[src/rvAluPipe_defines.svh]
`ifndef RV_ALU_PIPE_DEFINES_SVH
`define RV_ALU_PIPE_DEFINES_SVH

// Datapath word width.
`define XLEN 32

// Register index width, 32 architectural registers.
`define REG_ADDR_W 5

`define TRIGGER_REG 5   // t0, preset to 1 by the trigger input.
`define EXPORT_REG 10   // a0, shown on the top-level a0 port.

`endif

[src/rvAluPipePkg.sv]
`default_nettype none

`include "rvAluPipe_defines.svh"

package rvAluPipePkg;

    typedef enum logic [3:0] {
        aluAdd,                                 // Also addi.
        aluSub,
        aluSll,
        aluSlt,
        aluSltu,
        aluXor,
        aluSrl,
        aluSra,
        aluOr,
        aluAnd
    } aluOpE;

    localparam logic [6:0] OPC_OP     = 7'b0110011; // Register-register.
    localparam logic [6:0] OPC_OP_IMM = 7'b0010011; // Register-immediate.

    typedef struct packed {
        logic [`XLEN-1:0]       opA;            // Forwarded rs1 value.
        logic [`XLEN-1:0]       opB;            // Forwarded rs2 value.
        logic [`REG_ADDR_W-1:0] rs1;
        logic [`REG_ADDR_W-1:0] rs2;
        logic                   useImm;         // Operand B from imm.
        logic [`XLEN-1:0]       imm;
        aluOpE                  aluOp;
        logic [`REG_ADDR_W-1:0] rd;
        logic                   illegal;
    } deStageT;

    typedef struct packed {
        logic [`XLEN-1:0]       result;
        logic [`REG_ADDR_W-1:0] rd;             // Zero for illegal words.
        logic                   illegal;
    } ewStageT;

endpackage

`default_nettype wire

[src/instrDecoder.sv]
`default_nettype none

`include "rvAluPipe_defines.svh"

module instrDecoder (
    input  logic [`XLEN-1:0]       instr,
    output logic [`REG_ADDR_W-1:0] rs1,
    output logic [`REG_ADDR_W-1:0] rs2,
    output logic [`REG_ADDR_W-1:0] rd,
    output logic [`XLEN-1:0]       imm,
    output logic                   useImm,
    output rvAluPipePkg::aluOpE    aluOp,
    output logic                   illegal
);

    logic [6:0] opcode;
    logic [2:0] funct3;
    logic [6:0] funct7;
    logic       isShift;                        // slli, srli, srai and the OP shifts.
    logic       altForm;                        // funct7 picks sub or sra.
    logic       funct7Ok;

    assign opcode   = instr[6:0];
    assign funct3   = instr[14:12];
    assign funct7   = instr[31:25];
    assign isShift  = (funct3 == 3'b001) || (funct3 == 3'b101);
    assign altForm  = (funct7 == 7'b0100000) &&
                      ((funct3 == 3'b101) || (funct3 == 3'b000 && opcode == rvAluPipePkg::OPC_OP));
    assign funct7Ok = (funct7 == 7'b0000000) || altForm;

    always_comb begin
        rs1     = instr[19:15];
        rs2     = '0;                            // Only OP reads a second register.
        rd      = instr[11:7];
        imm     = {{(`XLEN-12){instr[31]}}, instr[31:20]}; // Sign-extended I-immediate.
        useImm  = 1'b0;
        illegal = 1'b0;

        case (funct3)
            3'b000:  aluOp = altForm ? rvAluPipePkg::aluSub : rvAluPipePkg::aluAdd;
            3'b001:  aluOp = rvAluPipePkg::aluSll;
            3'b010:  aluOp = rvAluPipePkg::aluSlt;
            3'b011:  aluOp = rvAluPipePkg::aluSltu;
            3'b100:  aluOp = rvAluPipePkg::aluXor;
            3'b101:  aluOp = altForm ? rvAluPipePkg::aluSra : rvAluPipePkg::aluSrl;
            3'b110:  aluOp = rvAluPipePkg::aluOr;
            default: aluOp = rvAluPipePkg::aluAnd;
        endcase

        if (opcode == rvAluPipePkg::OPC_OP) begin
            rs2     = instr[24:20];
            illegal = !funct7Ok;                 // Only 0000000, or 0100000 on sub and sra.
        end else if (opcode == rvAluPipePkg::OPC_OP_IMM) begin
            useImm = 1'b1;
            if (isShift) begin
                imm     = {{(`XLEN-5){1'b0}}, instr[24:20]}; // 5-bit shift amount.
                illegal = !funct7Ok;
            end
        end else begin
            illegal = 1'b1;                      // Opcode outside the supported set.
        end

        if (illegal) begin
            rd = '0;                             // Illegal words write nothing.
        end
    end

endmodule

`default_nettype wire

[src/registerFile.sv]
`default_nettype none

`include "rvAluPipe_defines.svh"

module registerFile (
    input  logic                   clk,
    input  logic                   arstN,
    input  logic                   writeEn,
    input  logic [`REG_ADDR_W-1:0] writeAddr,
    input  logic [`XLEN-1:0]       writeData,
    input  logic [`REG_ADDR_W-1:0] readAddr1,
    input  logic [`REG_ADDR_W-1:0] readAddr2,
    input  logic                   trigger,
    output logic [`XLEN-1:0]       readData1,
    output logic [`XLEN-1:0]       readData2,
    output logic [`XLEN-1:0]       a0
);

    logic [`XLEN-1:0] regs [1:(2**`REG_ADDR_W)-1]; // x0 has no storage.

    always_ff @(posedge clk or negedge arstN) begin
        if (!arstN) begin
            for (int i = 1; i < 2**`REG_ADDR_W; i++) begin
                regs[i] <= '0;
            end
        end else begin
            if (writeEn && writeAddr != '0) begin
                regs[writeAddr] <= writeData;
            end
            if (trigger) begin
                regs[`TRIGGER_REG] <= `XLEN'(1);  // Later assignment wins over the write.
            end
        end
    end

    assign readData1 = (readAddr1 == '0) ? '0 : regs[readAddr1]; // x0 hard-wired.
    assign readData2 = (readAddr2 == '0) ? '0 : regs[readAddr2];
    assign a0        = regs[`EXPORT_REG];          // Continuous a0 tap.

    // Reads of x0 return zero on both ports.
    assert property (@(posedge clk) disable iff (!arstN)
        (readAddr1 == '0 |-> readData1 == '0) and (readAddr2 == '0 |-> readData2 == '0))
        else $error("x0 read returned nonzero data");

endmodule

`default_nettype wire

[src/aluUnit.sv]
`default_nettype none

`include "rvAluPipe_defines.svh"

module aluUnit (
    input  logic [`XLEN-1:0]    opA,
    input  logic [`XLEN-1:0]    opB,
    input  rvAluPipePkg::aluOpE aluOp,
    output logic [`XLEN-1:0]    result
);

    logic [4:0] shamt;                           // RV32I uses 5 bits of B.
    logic       ltSigned;
    logic       ltUnsigned;

    assign shamt      = opB[4:0];
    assign ltSigned   = $signed(opA) < $signed(opB);
    assign ltUnsigned = opA < opB;

    always_comb begin
        case (aluOp)
            rvAluPipePkg::aluAdd:  result = opA + opB;
            rvAluPipePkg::aluSub:  result = opA - opB;
            rvAluPipePkg::aluSll:  result = opA << shamt;
            rvAluPipePkg::aluSlt:  result = {{(`XLEN-1){1'b0}}, ltSigned};
            rvAluPipePkg::aluSltu: result = {{(`XLEN-1){1'b0}}, ltUnsigned};
            rvAluPipePkg::aluXor:  result = opA ^ opB;
            rvAluPipePkg::aluSrl:  result = opA >> shamt;
            rvAluPipePkg::aluSra:  result = $unsigned($signed(opA) >>> shamt); // Sign fill.
            rvAluPipePkg::aluOr:   result = opA | opB;
            rvAluPipePkg::aluAnd:  result = opA & opB;
            default:               result = '0;  // Unused enum codes.
        endcase
    end

endmodule

`default_nettype wire

[src/pipeReg.sv]
`default_nettype none

module pipeReg #(
    parameter type payloadT = logic
) (
    input  logic    clk,
    input  logic    arstN,
    input  logic    inValid,
    input  payloadT inData,
    output logic    inReady,
    output logic    outValid,
    output payloadT outData,
    input  logic    outReady
);

    assign inReady = !outValid || outReady;      // Empty, or draining this edge.

    always_ff @(posedge clk or negedge arstN) begin
        if (!arstN) begin
            outValid <= 1'b0;
        end else if (inReady) begin
            outValid <= inValid;                  // Refill or go empty.
        end
    end

    always_ff @(posedge clk) begin
        if (inValid && inReady) begin
            outData <= inData;                    // Load only on a transfer in.
        end
    end

    // A stalled entry keeps its content until it moves on.
    assert property (@(posedge clk) disable iff (!arstN)
        outValid && !outReady |=> outValid && $stable(outData))
        else $error("Pipeline payload changed while stalled");

endmodule

`default_nettype wire

[src/rvAluPipe.sv]
`default_nettype none

`include "rvAluPipe_defines.svh"

module rvAluPipe (
    input  logic                   clk,
    input  logic                   arstN,
    input  logic [`XLEN-1:0]       instr,
    input  logic                   instrValid,
    output logic                   instrReady,
    input  logic                   trigger,
    output logic                   retireValid,
    input  logic                   retireReady,
    output logic [`REG_ADDR_W-1:0] retireRd,
    output logic [`XLEN-1:0]       retireData,
    output logic                   retireIllegal,
    output logic [`XLEN-1:0]       a0
);

    logic [`REG_ADDR_W-1:0] decRs1;
    logic [`REG_ADDR_W-1:0] decRs2;
    logic [`REG_ADDR_W-1:0] decRd;
    logic [`XLEN-1:0]       decImm;
    logic                   decUseImm;
    rvAluPipePkg::aluOpE    decAluOp;
    logic                   decIllegal;
    logic [`XLEN-1:0]       rfData1;
    logic [`XLEN-1:0]       rfData2;

    rvAluPipePkg::deStageT  deIn;
    rvAluPipePkg::deStageT  deOut;
    logic                   deValid;
    rvAluPipePkg::ewStageT  ewIn;
    rvAluPipePkg::ewStageT  ewOut;
    logic                   ewValid;
    logic                   ewReady;

    logic [`XLEN-1:0]       aluB;
    logic [`XLEN-1:0]       aluResult;
    logic                   exFwdOk;                     // Execute holds a writing instruction.
    logic                   wbFwdOk;                     // Writeback holds a writing instruction.

    function automatic logic [`XLEN-1:0] pickOperand(
        input logic [`REG_ADDR_W-1:0] src,
        input logic [`XLEN-1:0]       rfVal,
        input logic                   exOk,
        input logic [`REG_ADDR_W-1:0] exRd,
        input logic [`XLEN-1:0]       exVal,
        input logic                   wbOk,
        input logic [`REG_ADDR_W-1:0] wbRd,
        input logic [`XLEN-1:0]       wbVal
    );
        if (src == '0) return rfVal;                     // x0 never forwarded.
        if (exOk && exRd == src) return exVal;           // Youngest producer first.
        if (wbOk && wbRd == src) return wbVal;
        return rfVal;
    endfunction

    instrDecoder instrDecoder_inst (
        .instr(instr), .rs1(decRs1), .rs2(decRs2), .rd(decRd), .imm(decImm),
        .useImm(decUseImm), .aluOp(decAluOp), .illegal(decIllegal)
    );

    registerFile registerFile_inst (
        .clk(clk), .arstN(arstN),
        .writeEn(ewValid && retireReady && !ewOut.illegal), // Write on retire transfer.
        .writeAddr(ewOut.rd), .writeData(ewOut.result),
        .readAddr1(decRs1), .readAddr2(decRs2), .trigger(trigger),
        .readData1(rfData1), .readData2(rfData2), .a0(a0)
    );

    assign exFwdOk = deValid && !deOut.illegal && deOut.rd != '0;
    assign wbFwdOk = ewValid && !ewOut.illegal && ewOut.rd != '0;

    always_comb begin
        deIn.opA     = pickOperand(decRs1, rfData1, exFwdOk, deOut.rd, aluResult,
                                   wbFwdOk, ewOut.rd, ewOut.result);
        deIn.opB     = pickOperand(decRs2, rfData2, exFwdOk, deOut.rd, aluResult,
                                   wbFwdOk, ewOut.rd, ewOut.result);
        deIn.rs1     = decRs1;
        deIn.rs2     = decRs2;
        deIn.useImm  = decUseImm;
        deIn.imm     = decImm;
        deIn.aluOp   = decAluOp;
        deIn.rd      = decRd;
        deIn.illegal = decIllegal;
    end

    pipeReg #(.payloadT(rvAluPipePkg::deStageT)) deStage_inst (
        .clk(clk), .arstN(arstN), .inValid(instrValid), .inData(deIn), .inReady(instrReady),
        .outValid(deValid), .outData(deOut), .outReady(ewReady)
    );

    assign aluB = deOut.useImm ? deOut.imm : deOut.opB; // Immediate or register.

    aluUnit aluUnit_inst (.opA(deOut.opA), .opB(aluB), .aluOp(deOut.aluOp), .result(aluResult));

    assign ewIn.result  = deOut.illegal ? '0 : aluResult; // Illegal words retire zero.
    assign ewIn.rd      = deOut.rd;
    assign ewIn.illegal = deOut.illegal;

    pipeReg #(.payloadT(rvAluPipePkg::ewStageT)) ewStage_inst (
        .clk(clk), .arstN(arstN), .inValid(deValid), .inData(ewIn), .inReady(ewReady),
        .outValid(ewValid), .outData(ewOut), .outReady(retireReady)
    );

    assign retireValid   = ewValid;
    assign retireRd      = ewOut.rd;
    assign retireData    = ewOut.result;
    assign retireIllegal = ewOut.illegal;

    // Forwarded operands of x0 sources stay zero through execute.
    assert property (@(posedge clk) disable iff (!arstN)
        deValid |-> (deOut.rs1 != '0 || deOut.opA == '0) && (deOut.rs2 != '0 || deOut.opB == '0))
        else $error("Nonzero operand for an x0 source");

endmodule

`default_nettype wire

[config.mk]
export PLATFORM = sky130hd
export DESIGN_NAME = rvAluPipe
export DESIGN_NICKNAME = d
export VERILOG_FILES = /design/src/rvAluPipePkg.sv /design/src/instrDecoder.sv /design/src/registerFile.sv /design/src/aluUnit.sv /design/src/pipeReg.sv /design/src/rvAluPipe.sv
export VERILOG_INCLUDE_DIRS = /design/src /design/src/src
export SDC_FILE = /design/constraint.sdc
export NUM_CORES = 2
export LEC_CHECK = 0
export BUFFER_PORTS_ARGS = -buffer_cell sky130_fd_sc_hd__buf_2
export CAP_MARGIN = 0
export CORE_MARGIN = 5
export CORE_UTILIZATION = 53
export DETAILED_ROUTE_END_ITERATION = 10
export GPL_TIMING_DRIVEN = 0
export PLACE_DENSITY = 0.69
export SETUP_SLACK_MARGIN = 0.15
export SYNTH_ARGS = -nofsm -noshare
export SYNTH_HDL_FRONTEND = slang
export SYNTH_HIERARCHICAL = 1
export SYNTH_SLANG_ARGS = --single-unit
[constraint.sdc]
create_clock -name clk -period 7.9 [get_ports clk]
set_clock_uncertainty 0.1 [all_clocks]
set_input_delay 0.395 -clock clk [delete_from_list [all_inputs] [get_ports clk]]
set_output_delay 0.395 -clock clk [all_outputs]
set_load 0.01 [all_outputs]
==> key figures <==
Run status
  – Outcome: finished with violations
  – Violated checks: capacitance limit, slew limit

Routing
  – Detailed-route DRC error count: 0
  – Vias: 56.4k
  – Detail Route Antenna Nets: 0
  – Detailed Route WL: 303000 um
  – Routed len/inst: 37.2 um
  – Total iterations of the first detailed-routing run: 6
  – Via/cell ratio: 6.92
  – Violation count after the first detailed-routing iteration: 6847

Flow run
  – Max-cap violations: 4

Min path
  – Hold WC Path Type: input pin to flop

Timing
  – Hold slack final: 0.0920 ns
  – Fin crit share: 0.974
  – RSZ-0062 raised after global routing: no
  – Relative slew slack: -0.0677
  – Final setup violation count: 0
  – Slew @ Worst Pin: 1.59 ns
  – Count of final hold-check violations: 0
  – Max frequency: 0.130 GHz
  – Fin crit period: 7.69 ns
  – Fin. max-slew vios: 6

Synth
  – Syn Inst Count: 6023
  – Synthesized cell area: 0.0699 mm2
  – Avg Synthesized Cell Area: 11.6 um2
  – Syn_nets: 6161
  – Yosys Warn Count: 6

Worst setup path
  – Worst Path Required: 8.27 ns
  – Critical Path AT: 8.06 ns
  – Worst Setup End Kind: flop
  – Setup CP Type: flop to flop
  – Startpoint Class: flop
  – Crit-path max FO: 15

GRT
  – Aggregate global routing overflow: 0
  – First-pass GRT wire length: 423000 um
  – Largest net degree at the start of global routing: 123
  – Global-route usage over all layers: 0.424
  – Initial antenna violation count: 16
  – Vias in the first global route: 55.8k

Floorplanning
  – DIE WIDTH: 373 um
  – Core Box Area: 0.131 mm2
  – Row count: 133
  – # IOs: 109
  – Die Ht: 373 um
  – Die area: 0.139 mm2
  – Initial Util: 0.532

Placed design
  – Gpl congestion: 1.11
  – # port buffers: 101
  – Detail Placement HPWL: 240000 um

Power
  – PwrDens: 196 mW/mm2
  – Leak: 0.0338 uW
  – Worst VDD drop: 0.196 mV

Finish
  – Nets: 6418
  – Syn-to-layout area delta: 10.9%
  – # fillers: 10.8k
  – Final Util: 0.590
  – Commonest non-fill, non-tap cell in the layout: mux2_2
  – Most frequent cells in the layout: 1045 x mux2_2, 994 x dfrtp_1, 692 x mux2i_1, 321 x clkbuf_1, 291 x buf_2
  – Share of layout cells above drive strength 1: 0.298

Clocking
  – TritonCTS clock tree: built
  – Root Driver: clkbuf_16
  – Clock buffer depth: 3
  – H-Tree Depth: 3
  – CTS buffer count: 113
  – Clock slew at reported path FFs: 0.06 ns
  – Skew-Pair Late Insertion Delay: 0.75 ns
  – Clock sinks: 1139
-- path summary, 6_finish.rpt --
| check | slack, ns | start | to | depth (start not counted) |
|---|---|---|---|---|
| min in group asynchronous | 0.10 | arstN | registerFile_inst/a0[6] | 2 |
| max | 0.21 | deStage_inst/outData[42] | deStage_inst/outData[77] | 19 |
| max reg2reg | 0.21 | deStage_inst/outData[42] | deStage_inst/outData[77] | 19 |
| max in group asynchronous | 4.94 | arstN | registerFile_inst/regs[107] | 6 |
| min reg2reg | 0.41 | registerFile_inst/regs[608] | registerFile_inst/regs[608] | 2 |
| min | 0.09 | trigger | registerFile_inst/regs[833] | 3 |
-- registers in the layout, summed over array words and instances (netlist names) --
register	cells
ewStage_inst/outValid	1
ewStage_inst/outData	38
registerFile_inst/regs	960
registerFile_inst/a0	32
deStage_inst/outData	107
deStage_inst/outValid	1
-- where the power goes --
group / switching, uW / internal [uW] / total [uW]
combinational: 1690 / 879 / 2570
clock: 2480 / 3600 / 6080
sequential: 320 / 6220 / 6540
-- timing repair --
item	CTS	global route
setup buffers	0	2
pin swaps	0	1
hold buffers	26	0
hold endpoints to repair	116	0
resized for setup	2	3
setup endpoints to repair	42	6
-- critical path, stage by stage (launching register included) --
cell      delay, ns
edfxtp_1       0.32
clkbuf_1       0.49
buf_1          0.49
mux2_2         0.28
clkbuf_1       0.60
inv_2          0.46
clkbuf_2       0.46
ha_1           0.40
buf_2          0.19
nand2b_1       0.12
a21oi_1        0.48
o211ai_1       0.36
a211oi_1       0.54
nor2_1         0.13
o311ai_0       0.30
o21ai_1        0.14
xnor2_1        0.27
o21ai_0        0.68
nor3_1         0.14
a31oi_1        0.45
-- routing by layer --
metal  vias up  global-route usage  part of all wire
met5         -                   0          0.000076
met4         4               0.380              0.11
met3      1127              0.0892             0.088
met2      3502               0.651              0.44
met1     28397               0.502              0.36
li1      23383                   -                 -
-- metrics by stage --
stage | TNS [ns] | total power (uW) | cell area, um2 | worst slack [ns] | instances
2_1_floorplan | 0 | 7960 | 69900 | 2.95 | 6023
3_3_place_gp | - | 9040 | 72600 | -15.17 | 7879
3_5_place_dp | -9.45 | 9080 | 72900 | -0.978 | 7893
4_1_cts | 0 | 15100 | 77400 | 0.169 | 8129
5_1_grt | 0 | 15600 | 77400 | 0.227 | 8132
6_report | 0 | 15200 | 77500 | 0.207 | 8149
-- area by class of cell --
type	count	area (um2)	share of cell area
inverters	116	435	0.00562
well taps	1755	2200	0.0283
clock inverters	60	910	0.0117
flip-flops and latches	1139	29200	0.377
clock buffers	152	3280	0.0423
diodes	17	42.5	0.000549
repair buffers	145	1130	0.0146
multi-input cells	4106	36900	0.476
plain buffers	659	3360	0.0434
No activity file was read; power rests on OpenSTA's default activity.
